<file path="config.mk">
export PLATFORM = sky130hd
export DESIGN_NAME = crc24_stream_top
export DESIGN_NICKNAME = d
export VERILOG_FILES = /design/src/source/crc24_pkg.sv /design/src/source/stream_pkg.sv /design/src/source/crc24_zero_advance.sv /design/src/source/crc24_word_contrib.sv /design/src/source/crc24_term_sequencer.sv /design/src/source/crc24_combine_upto3.sv /design/src/source/crc24_stream_top.sv
export SDC_FILE = /design/constraint.sdc
export NUM_CORES = 1
export LEC_CHECK = 0
export ABC_AREA = 1
export BUFFER_PORTS_ARGS = -buffer_cell sky130_fd_sc_hd__buf_2
export CELL_PAD_IN_SITES_DETAIL_PLACEMENT = 1
export CELL_PAD_IN_SITES_GLOBAL_PLACEMENT = 1
export CORE_MARGIN = 2
export CORE_UTILIZATION = 40
export CTS_BUF_LIST = sky130_fd_sc_hd__clkbuf_8
export CTS_CLUSTER_DIAMETER = 40
export DETAILED_ROUTE_END_ITERATION = 7
export PLACE_DENSITY_LB_ADDON = 0.1
export SLEW_MARGIN = 5
export SYNTH_ARGS = -nofsm -noshare
export SYNTH_HDL_FRONTEND = slang
export SYNTH_SLANG_ARGS = --single-unit
</file>
<file path="constraint.sdc">
create_clock -name clk -period 11.9 [get_ports clk]
set_input_delay 1.785 -clock clk [delete_from_list [all_inputs] [get_ports clk]]
set_output_delay 1.785 -clock clk [all_outputs]
set_load 0.03 [all_outputs]
</file>
<file path="src/source/crc24_pkg.sv">
// CRC24 constants and widths for the stream datapath
// polynomial, initial value and word size of the non-reflected CRC
// plain vector typedefs for a CRC state and a data word

package crc24_pkg;

	//////////////////////////////
	// widths

	// bits in one CRC state or contribution
	localparam int CRC_BITS = 24;

	// bits in one stream data word
	localparam int WORD_BITS = 64;

	//////////////////////////////
	// polynomial and seed

	// generator x^24 + x^21 + x^20 + x^17 + x^15 + x^11 + x^9 + x^8 + x^6 + x^5 + x + 1
	// with the implicit x^24 term left out
	localparam logic [CRC_BITS-1:0] CRC24_POLY = 24'h328b63;

	// every packet starts from the all-ones state
	localparam logic [CRC_BITS-1:0] CRC24_INIT = 24'hffffff;

	//////////////////////////////
	// vector types

	// a CRC state, or the contribution of one word to a CRC
	typedef logic [CRC_BITS-1:0] crc24_t;

	// one data word of the stream, bit 63 is sent first
	typedef logic [WORD_BITS-1:0] word_t;

endpackage

</file>
<file path="src/source/stream_pkg.sv">
// stream side types for the CRC24 datapath
// input beat struct, combiner term struct and the coverage count

package stream_pkg;

	// number of earlier words of the packet folded in by the combiner
	// it saturates at two, since older words arrive through the rolling CRC
	typedef logic [1:0] covered_t;

	// highest value the coverage count takes
	localparam covered_t COVERED_MAX = 2'd2;

	// one word on the input, with its framing strobes
	// sop and eop are both set on a single-word packet
	typedef struct packed {
		crc24_pkg::word_t data;
		logic valid;
		logic sop;
		logic eop;
	} beat_t;

	// everything the combiner needs for one word
	// contrib_0 belongs to the current word, contrib_n1 to the one before it
	typedef struct packed {
		crc24_pkg::crc24_t contrib_0;
		crc24_pkg::crc24_t contrib_n1;
		covered_t covered;
		logic valid;
		logic last;
	} term_t;

endpackage

</file>
<file path="src/source/crc24_zero_advance.sv">
// advance of a CRC24 state over a run of all-zero words
// pure XOR network, the run length is a parameter

`timescale 1ns/1ps

module crc24_zero_advance #(
	// number of 64-bit zero words the state is pushed through
	parameter int ADV_WORDS = 1
) (
	input crc24_pkg::crc24_t c,
	output crc24_pkg::crc24_t crc_out
);
	import crc24_pkg::*;

	// pushes one state through n zero bits of the division
	// with a zero data bit the feedback is just the state msb
	function automatic crc24_t advance_zero(input crc24_t seed, input int n_bits);
		crc24_t s;
		s = seed;
		for (int i = 0; i < n_bits; i++) begin
			if (s[CRC_BITS-1]) begin
				s = {s[CRC_BITS-2:0], 1'b0} ^ CRC24_POLY;
			end else begin
				s = {s[CRC_BITS-2:0], 1'b0};
			end
		end
		return s;
	endfunction

	//////////////////////////////
	// unrolled advance

	// the loop bound is constant, so this flattens to a 24x24 XOR matrix
	// when c is a constant the whole block folds to a constant too
	always_comb begin
		crc_out = advance_zero(c, ADV_WORDS * WORD_BITS);
	end

endmodule

</file>
<file path="src/source/crc24_word_contrib.sv">
// first stage of the CRC24 stream datapath
// registers the zero-seeded CRC24 of each input word
// and delays the beat strobes by the same single cycle

`timescale 1ns/1ps

module crc24_word_contrib (
	input logic clk,
	input logic arst,
	input logic ena,
	input stream_pkg::beat_t beat,
	output crc24_pkg::crc24_t contrib,
	output logic valid,
	output logic sop,
	output logic eop
);
	import crc24_pkg::*;

	crc24_t word_crc;

	// serial division of the word alone, msb first, starting from zero
	// the seed and the earlier words are added back in by the combiner
	always_comb begin
		word_crc = '0;
		for (int i = WORD_BITS - 1; i >= 0; i--) begin
			if (word_crc[CRC_BITS-1] ^ beat.data[i]) begin
				word_crc = {word_crc[CRC_BITS-2:0], 1'b0} ^ CRC24_POLY;
			end else begin
				word_crc = {word_crc[CRC_BITS-2:0], 1'b0};
			end
		end
	end

	// zero-seeded CRC of the word taken on this edge
	always_ff @(posedge clk) begin
		if (ena) begin
			contrib <= word_crc;
		end
	end

	// strobes line up with the registered contribution
	always_ff @(posedge clk or posedge arst) begin
		if (arst) begin
			valid <= 1'b0;
			sop <= 1'b0;
			eop <= 1'b0;
		end else if (ena) begin
			valid <= beat.valid;
			sop <= beat.sop;
			eop <= beat.eop;
		end
	end

	// the source must not frame a word it does not send
	a_flags_need_valid : assert property (@(posedge clk) disable iff (arst)
		ena && (beat.sop || beat.eop) |-> beat.valid);

endmodule

</file>
<file path="src/source/crc24_term_sequencer.sv">
// middle stage of the CRC24 stream datapath
// counts words within a packet, keeps the previous contribution
// and assembles the term struct for the combiner

`timescale 1ns/1ps

module crc24_term_sequencer (
	input logic clk,
	input logic arst,
	input logic ena,
	input crc24_pkg::crc24_t contrib,
	input logic valid,
	input logic sop,
	input logic eop,
	output stream_pkg::term_t term
);
	import crc24_pkg::*;
	import stream_pkg::*;

	// contribution of the last accepted word
	crc24_t prev_q;

	// words of the current packet seen so far, saturating
	covered_t count_q;

	// set while a packet has started and its eop has not arrived
	logic open_q;

	//////////////////////////////
	// packet position

	// sop restarts the count, so the word after it sees one earlier word
	// beyond two the count holds, older words ride in the rolling CRC
	always_ff @(posedge clk or posedge arst) begin
		if (arst) begin
			count_q <= '0;
			open_q <= 1'b0;
		end else if (ena && valid) begin
			if (sop) begin
				count_q <= covered_t'(1);
			end else if (count_q != COVERED_MAX) begin
				count_q <= count_q + covered_t'(1);
			end
			open_q <= !eop;
		end
	end

	always_ff @(posedge clk) begin
		if (ena && valid) begin
			prev_q <= contrib;
		end
	end

	//////////////////////////////
	// term assembly

	// purely combinational, the combiner registers it on the next edge
	always_comb begin
		term.contrib_0 = contrib;
		term.contrib_n1 = prev_q;
		term.covered = sop ? covered_t'(0) : count_q;
		term.valid = valid;
		term.last = valid & eop;
	end

	// the rolling CRC only works if a packet has no holes in it
	a_no_gap_in_packet : assert property (@(posedge clk) disable iff (arst)
		ena && open_q |-> valid);

	// a new packet may only start once the previous one has ended
	a_sop_when_closed : assert property (@(posedge clk) disable iff (arst)
		ena && valid && sop |-> !open_q);

endmodule

</file>
<file path="src/source/crc24_combine_upto3.sv">
// last stage of the CRC24 stream datapath
// adds the current contribution, the advanced previous one, and either
// the advanced seed or the rolling CRC of two words back

`timescale 1ns/1ps

module crc24_combine_upto3 (
	input logic clk,
	input logic arst,
	input logic ena,
	input stream_pkg::term_t term,
	output crc24_pkg::crc24_t crc,
	output logic crc_valid,
	output logic crc_last
);
	import crc24_pkg::*;
	import stream_pkg::*;

	crc24_t init_adv1, init_adv2;
	crc24_t prev_adv1, roll_adv2;
	crc24_t contrib_q, prev_adv_q, roll_q;
	crc24_t base_term;
	covered_t covered_q;
	logic valid_q, last_q;
	logic crc_valid_q, crc_last_q;

	//////////////////////////////
	// advanced terms

	// the seed advanced by one and two words, both fold to constants
	crc24_zero_advance #(.ADV_WORDS(1)) init_a1 (.c(CRC24_INIT), .crc_out(init_adv1));
	crc24_zero_advance #(.ADV_WORDS(2)) init_a2 (.c(CRC24_INIT), .crc_out(init_adv2));

	// previous word moved up past the current one
	crc24_zero_advance #(.ADV_WORDS(1)) prev_a1 (.c(term.contrib_n1), .crc_out(prev_adv1));

	// the result on crc right now belongs to the word two ahead of stage 2
	// so it is moved past the two words in between
	crc24_zero_advance #(.ADV_WORDS(2)) roll_a2 (.c(crc), .crc_out(roll_adv2));

	//////////////////////////////
	// stage 1

	always_ff @(posedge clk or posedge arst) begin
		if (arst) begin
			covered_q <= '0;
			valid_q <= 1'b0;
			last_q <= 1'b0;
		end else if (ena) begin
			covered_q <= term.covered;
			valid_q <= term.valid;
			last_q <= term.last;
		end
	end

	// first word of a packet has no predecessor to fold in
	always_ff @(posedge clk) begin
		if (ena) begin
			contrib_q <= term.contrib_0;
			prev_adv_q <= (term.covered == covered_t'(0)) ? '0 : prev_adv1;
			roll_q <= roll_adv2;
		end
	end

	// words 0 and 1 still carry the seed, later words get it via the rolling CRC
	always_comb begin
		case (covered_q)
			2'd0: base_term = init_adv1;
			2'd1: base_term = init_adv2;
			default: base_term = roll_q;
		endcase
	end

	//////////////////////////////
	// stage 2

	// crc holds its value between words, which is what feeds roll_q
	always_ff @(posedge clk or posedge arst) begin
		if (arst) begin
			crc <= CRC24_INIT;
			crc_valid_q <= 1'b0;
			crc_last_q <= 1'b0;
		end else if (ena) begin
			crc_valid_q <= valid_q;
			crc_last_q <= valid_q & last_q;
			if (valid_q) begin
				crc <= contrib_q ^ prev_adv_q ^ base_term;
			end
		end
	end

	// a held result only counts once the pipeline moves again
	assign crc_valid = crc_valid_q & ena;
	assign crc_last = crc_last_q & ena;

	// any word past the first needs the previous result to be on crc now
	a_rolling_in_place : assert property (@(posedge clk) disable iff (arst)
		ena && valid_q && covered_q != covered_t'(0) |-> crc_valid_q);

endmodule

</file>
<file path="src/source/crc24_stream_top.sv">
// top of the CRC24 stream datapath
// word contribution, term sequencing and combining in series
// three enabled cycles from an accepted beat to its result

`timescale 1ns/1ps

module crc24_stream_top (
	input logic clk,
	input logic arst,
	input logic ena,
	input stream_pkg::beat_t beat,
	output crc24_pkg::crc24_t crc,
	output logic crc_valid,
	output logic crc_last
);
	import crc24_pkg::*;
	import stream_pkg::*;

	// stage 1 to stage 2
	crc24_t contrib;
	logic contrib_valid;
	logic contrib_sop;
	logic contrib_eop;

	// stage 2 to stage 3
	term_t term;

	//////////////////////////////
	// per-word CRC

	crc24_word_contrib contrib0 (
		.clk(clk),
		.arst(arst),
		.ena(ena),
		.beat(beat),
		.contrib(contrib),
		.valid(contrib_valid),
		.sop(contrib_sop),
		.eop(contrib_eop)
	);

	//////////////////////////////
	// packet position and terms

	crc24_term_sequencer seq0 (
		.clk(clk),
		.arst(arst),
		.ena(ena),
		.contrib(contrib),
		.valid(contrib_valid),
		.sop(contrib_sop),
		.eop(contrib_eop),
		.term(term)
	);

	//////////////////////////////
	// running CRC

	crc24_combine_upto3 comb0 (
		.clk(clk),
		.arst(arst),
		.ena(ena),
		.term(term),
		.crc(crc),
		.crc_valid(crc_valid),
		.crc_last(crc_last)
	);

endmodule

</file>
# Word level (Yosys, flattened, before mapping)
# Index checks and enable logic that the tools add are counted.
# Widths: inputs -> output; s select.
op_classes:
  n_addsub: 1
  multipliers: 0
  n_div: 0
  order_cmp: 0
  eq_ne: 2
  shift: 0
  n_mux: 260
  bitwise: 325
  n_reduce_logical: 7
op_table:
  columns: ["cell", "n"]
  rows:
  - ["$mux 22", 256]
  - ["$not 11->11", 255]
  - ["$xor 1x1->1", 61]
  - ["$pmux 24 s2", 1]
  - ["$xor 24x24->24", 2]
  - ["$mux 2", 3]
  - ["$and 1x1->1", 4]
  - ["$logic_not 2->1", 2]
  - ["$reduce_and 2->1", 2]
  - ["$add 2x1->2 const B", 1]
  - ["$eq 2x1->1 const B", 1]
  - ["$ne 2x2->1 const B", 1]
  - ["$reduce_bool 2->1", 1]
  - ["$reduce_or 2->1", 1]
  - ["$xor 1x1->1 const A", 2]
  - ["$logic_and 1x1->1", 1]
  - ["$not 1->1", 1]
totals:
  reg_bits: 155
  latch_bits: 0
  ramBits: 0
  romBits: 0
  input_bits: 70
  output_inout_bits: 26
  word_cells: 613
  memories: 0

# Depth between registers and ports, before layout
logic_depth:
  word_depth: 256
  mapped_depth: 120
  depth_no_buf: 118

# Cells and area by module
# From an unflattened synthesis, not the netlist that was laid out.
hier_totals:
  hier_cells: 12372
  hier_area_um2: 72975.0
by_module_without_submodules:
  columns: ["module", "n_inst", "cells_each", "area_per_inst_um2", "seq_area_each_um2"]
  rows:
  - ["crc24_zero_advance (comb0.init_a2 ...)", 2, 3445, 20458.4, 0.0]
  - ["crc24_zero_advance (comb0.init_a1 ...)", 2, 1703, 8460.6, 0.0]
  - ["crc24_word_contrib", 1, 1455, 9173.8, 795.8]
  - ["crc24_combine_upto3", 1, 549, 4908.5, 2942.8]
  - ["crc24_term_sequencer", 1, 72, 1054.8, 770.7]

# Worst setup path after synthesis
# Ideal clock, no wire load.
synth_path:
  path_kind: "input -> register"
  start: "input beat[65] in the netlist's numbering"
  end: "register contrib0.contrib[8], data pin"
  setup_ns: 0.263
  t_arrival_ns: 11.719
  t_required_ns: 11.637
  path_slack_ns: -0.081
  cell_stages: 57
  n_path_buf: 2
  cell_sequence: "buf_4 > xnor2_4 > xor2_4 > xor2_2 > xor2_2 > xnor2_2 > xor2_2 > xor2_2 > xnor2_4 > xnor2_1 > inv_1 > nand2_1 > nand2_2 > xor2_2 > inv_2 > nand2_1 > and2_4 > buf_12 > [21 not listed] > xor2_1 > xnor2_4 > xor2_2 > xor2_2 > nand2_2 > nand2_4 > xor2_4 > xor2_4 > xor2_2 > xor2_1 > nand2_1 > nand2_2 > xnor2_1 > nand2_1 > nand2_4 > xor2_2 > xor2_1 > xor2_1"
synth_between:
  elab_chain_cells: 87
  word_cells_on_any_way: 183
  classes_between: "63 x mux; 120 x bitwise"
synth_lines:
  columns: ["element", "line", "source"]
  rows:
  - ["start, declared", "crc24_stream_top.sv:11", "input stream_pkg::beat_t beat,"]
  - ["$xor 1x1->1 *", "crc24_word_contrib.sv:26", "if (word_crc[CRC_BITS-1] ^ beat.data[i]) begin"]
  - ["$mux 22 *", "crc24_word_contrib.sv:26", null]
  - ["$not 11->11 (no source line)", null, null]
  - ["$mux 22 (2 in a row)", "crc24_word_contrib.sv:26", null]
  - ["$not 11->11 (no source line) / $mux 22 (equally long branches)", null, null]
  - ["$mux 22", "crc24_word_contrib.sv:26", null]
  - ["$mux 22 / $not 11->11 (equally long branches)", null, null]
  - ["$mux 22", "crc24_word_contrib.sv:26", null]
  - ["[71 not listed]", null, null]
  - ["$not 11->11 (no source line) (tied with other cells)", null, null]
  - ["$mux 22 / $not 11->11 (equally long branches)", null, null]
  - ["$not 11->11 (no source line) / $mux 22 (equally long branches)", null, null]
  - ["$mux 22 / $not 11->11 (equally long branches)", null, null]
  - ["$mux 22", "crc24_word_contrib.sv:26", null]
  - ["$not 11->11 (no source line) / $xor 1x1->1 (equally long branches)", null, null]
  - ["$mux 22 *", "crc24_word_contrib.sv:26", null]
  - ["named net contrib0.word_crc[8]", "crc24_word_contrib.sv:19", "crc24_t word_crc;"]
  - ["end signal, assigned", "crc24_word_contrib.sv:37", "contrib <= word_crc;"]
  - ["end, declared", "crc24_word_contrib.sv:12", "output crc24_pkg::crc24_t contrib,"]
# Mark *: on every way through the listed nets, which the timed path passes. The rest lies on a longest branch.
# A chain may end at the register's enable or synchronous reset.

# Worst setup path in the final report
layout_path:
  start: "register comb0.crc[20]"
  end: "register comb0.roll_q[3], data pin"
layout_between:
  elab_chain_cells: 166
  word_cells_on_any_way: 246
  classes_between: "125 x mux; 121 x bitwise"
layout_lines:
  columns: ["element", "line", "source"]
  rows:
  - ["start, declared", "crc24_combine_upto3.sv:12", "output crc24_pkg::crc24_t crc,"]
  - ["start signal, assigned", "crc24_combine_upto3.sv:87", "crc <= contrib_q ^ prev_adv_q ^ base_term;"]
  - ["$not 11->11 (no source line)", null, null]
  - ["$mux 22 * (2 in a row)", "crc24_zero_advance.sv:21", "if (s[CRC_BITS-1]) begin"]
  - ["$not 11->11 (no source line)", null, null]
  - ["$mux 22 (2 in a row)", "crc24_zero_advance.sv:21", null]
  - ["$not 11->11 (no source line) / $mux 22 (equally long branches)", null, null]
  - ["$mux 22", "crc24_zero_advance.sv:21", null]
  - ["$not 11->11 (no source line) / $mux 22 (equally long branches)", null, null]
  - ["$mux 22", "crc24_zero_advance.sv:21", null]
  - ["[144 not listed]", null, null]
  - ["$mux 22 (3 in a row)", "crc24_zero_advance.sv:21", null]
  - ["$not 11->11 (no source line)", null, null]
  - ["$mux 22", "crc24_zero_advance.sv:21", null]
  - ["$not 11->11 (no source line)", null, null]
  - ["$mux 22 (2 in a row)", "crc24_zero_advance.sv:21", null]
  - ["$not 11->11 (no source line)", null, null]
  - ["$mux 22 * (3 in a row)", "crc24_zero_advance.sv:21", null]
  - ["named net comb0.roll_a2.crc_out[3]", "crc24_zero_advance.sv:11", "output crc24_pkg::crc24_t crc_out"]
  - ["end signal, assigned", "crc24_combine_upto3.sv:61", "roll_q <= roll_adv2;"]
  - ["end, declared", "crc24_combine_upto3.sv:21", "crc24_t contrib_q, prev_adv_q, roll_q;"]
# Marks and branches as above.

==> summary.md <==
| Metric | Value |
|---|---|
| Outcome | finished with violations |
| Failing checks | setup timing |
| Design Area, Final | 0.0511 mm^2 |
| Worst Hold Depth | 0 |
| Synth Net Count | 5141 |
| Final worst setup slack | -2.50 ns |
| Global Route met3 Usage | 1.09% |
| Initial drt markers | 3425 |
| Layout fillers | 9887 |
| M2 GR Usage | 57.3% |
| Synth top cells by count | nand2_1 (2204), nand3_1 (708), xor2_1 (693) |
| FF+latch count, synth | 155 |
| Worst path top cell family by delay | simple AND/OR/NAND/NOR gates |
| Clock skew | 0.0271 ns |
| Wire per inst | 25.8 um |
| Dpl cells | 7115 |
| Final Hold Vio Count | 0 |
| Area leader, netlist | nand2_1 |
| Post-synth EDFFs | 120 |
| R2R Path Start | comb0.crc[20]$_DFFE_PP1P_ |
| Num CTS Buffers | 17 |
| Critical path's slowest cell | dfstp_2 |
| MaxCap Viol Count | 0 |
| Layout cells sized above 1 | 48.2% |
| Max incr delay on CP | 0.58 ns |
| Worst Tran Pin Value | 1.18 ns |
| Vias per std cell | 5.89 |
| RePlAce Congestion | 0.893 |
| Met1 usage | 36.0% |
| Vias in the first global route | 38.5k |
| Seq/Total Area, Yosys | 14.1% |
| Hold Path Class | register to register |
| WP data required | 12.18 ns |
| Crit path from | comb0.crc[20]$_DFFE_PP1P_ |
| WP data arrival | 14.68 ns |
| Skew-Pair Late Insertion Delay | 0.50 ns |
| CTS tree | done |
| Full die area | 0.0822 mm^2 |
| Final setup viols | 48 |
| Element type at the critical path start | register |
| Final nets | 6444 |
| Area Overhead vs Synth | 59.6% |
| # rows | 103 |
| Critical Path Fanout Max | 8 |
| Worst path most repeated cell | nand2_2 |
| Die Span Y | 287 um |
| Clock slew at reported path FFs | 0.12 ns |
| Synth Cell Area | 0.0320 mm^2 |
| GRT Residual Overflow | 0 |
| Clock Sink Count | 155 |
| Crit end category | register |
| Tcrit/Tclk final | 121% |
| Top-count cell post-synth | nand2_1 |
| Multi-input gate area | 0.0331 mm^2 |
| Detailed Routing Iterations Pass 1 | 6 |
| Worst hold start | contrib0.contrib[12]$_DFFE_PP_ |
| Crit path kind | register to register |
| Ys Warns | 0 |
| Tmin final | 14.40 ns |
| Sequential cell area | 0.00451 mm^2 |
| R2r setup slk | -2.50 ns |
| DR vias | 43.8k |
| CP Buf/Inv Count | 22 |
| Synth async-reset ratio | 22.6% |
| Core ar. | 0.0791 mm^2 |
| Post-route ant nets | 0 |
| Root Buffer Master | clkbuf_8 |
| Drt total wl | 192 mm |
| Max Clock Freq | 69.4 MHz |
| Yosys cell types | 43 |
| Hold endpoint | comb0.contrib_q[12]$_DFFE_PP_ |
| Post-Syn Instances | 5070 |
| Tot GR Track Use | 29.7% |
| DRC | 0 |
| First-pass GRT wire length | 200 mm |
| Main synth FF type | edfxtp_1 |
| Worst R2R End | comb0.roll_q[3]$_DFFE_PP_ |
| RSZ-0062 raised after global routing | yes |
| Largest net degree at the start of global routing | 83 |
| Depth of the most critical reg-to-reg path | 104 |
| Most Crowded Layer GR | met2 |
| Syn_area_per_cell | 6.31 um^2 |
| Starting density of the core | 40.4% |
| Synth area leaders | nand2_1 (26%), xor2_1 (19%), edfxtp_1 (11%) |
| Post-Layout Cell Count | 7437 |
| Initial antenna violation count | 2 |
| Port bufs | 95 |
| Placed Instance Area | 0.0406 mm^2 |
| Area fraction of the dominant cell type after synthesis | 25.9% |
| CTS H-tree lvls | 4 |
| Io pins | 96 |
| Max Root-Sink Buffers | 2 |
| HPWL after detailed placement | 105 mm |
| Slew Limit Fails | 0 |
| Die Wd | 287 um |
| Slew HR | 21.6% |
[cells by family (layout without fill, tap and decap cells)]
group | Yosys count | after routing | share of synthesized area [%]
buffers and inverters | 441 | 1755 | 5.48
XOR/XNOR | 1115 | 1115 | 34.3
adder cells (fa/ha/maj) | 1 | 1 | 0.0391
flip-flops | 155 | 155 | 14.1
AND/OR/NAND/NOR | 3278 | 3280 | 44.8
AO/OA/AOI/OAI | 80 | 80 | 1.28
other | 0 | 1 | 0
[layer usage]
metal,vias to the layer above,wire length [um]
met5,-,0
met4,0,17600
met3,1324,12700
met2,2676,95100
met1,21400,66300
li1,18400,-
[worst reg2reg max path, delay by kind of cell, from the launching register on]
kind | cells | cell delay [ns]
buffers and inverters | 22 | 2.91
xor gates and xnor gates | 2 | 0.64
and+or+nand+nor | 80 | 10.05
DFF | 1 | 0.58
[placed cells by master (no fill, tap or decap), drive strengths merged, types with 2 or more instances in the layout]
master  count
nand3b     24
dfrtp      11
xnor3       8
nor2       40
a21oi      19
clkbuf     17
nand4       6
or2        36
nand2    2455
a21o        2
xnor2     345
dfstp      24
edfxtp    120
clkinv      8
o21ai      57
buf      1308
inv       421
xor2      762
nand3     718
[final cells by class]
class	count	share of cell area (%)
well taps	1050	2.57
clock inverters	15	0.348
multi-input cells	4476	64.9
repair buffers	1308	19.8
inverters	415	3.15
clock buffers	17	0.458
diodes	1	0.00490
flip-flops and latches	155	8.83
[per-stage QoR]
| step | TNS [ns] | utilization, % | hold WS (ns) | setup slack (ns) |
|---|---|---|---|---|
| after CTS | 0 | 54.7 | 0.475 | 0.00172 |
| final | -68.61 | 64.5 | 0.486 | -2.50 |
| after floorplan | 0 | - | 0.421 | 0.0270 |
| after detailed placement | -44.29 | 51.4 | 0.441 | -1.50 |
| after global placement | -21.81 | 51.4 | 0.432 | -0.999 |
| after global routing | -84.44 | 64.5 | 0.496 | -2.70 |
[worst max path at each step]
stage | endpoint | slack (ns) | cells after the start
after CTS | comb0.roll_q[7]$_DFFE_PP_ | 0.002 | 109
after floorplan | contrib0.contrib[8]$_DFFE_PP_ | 0.03 | 58
after global placement | comb0.roll_q[9]$_DFFE_PP_ | -1.0 | 105
final | comb0.roll_q[3]$_DFFE_PP_ | -2.50 | 104
after global routing | comb0.roll_q[10]$_DFFE_PP_ | -2.70 | 110
after detailed placement | comb0.roll_q[6]$_DFFE_PP_ | -1.50 | 102
[flip-flops by register name, indices dropped and copies added, names as in the netlist, 2 cells and up]
register          count
comb0.crc            24
contrib0.contrib     24
comb0.contrib_q      24
comb0.roll_q         24
comb0.covered_q       2
seq0.prev_q          24
seq0.count_q          2
comb0.prev_adv_q     24
[what timing repair did]
item	4_1_cts	5_1_grt
pin swaps	99	428
buffers inserted	59	229
resized for setup	466	1406
endpoints found under the setup margin	34	67
hold buffers	0	0
gates cloned	0	2
hold endpoints to repair	0	0
Power is not shown: default switching activity piles up to over one toggle a cycle in this logic, so the estimate is an artifact.
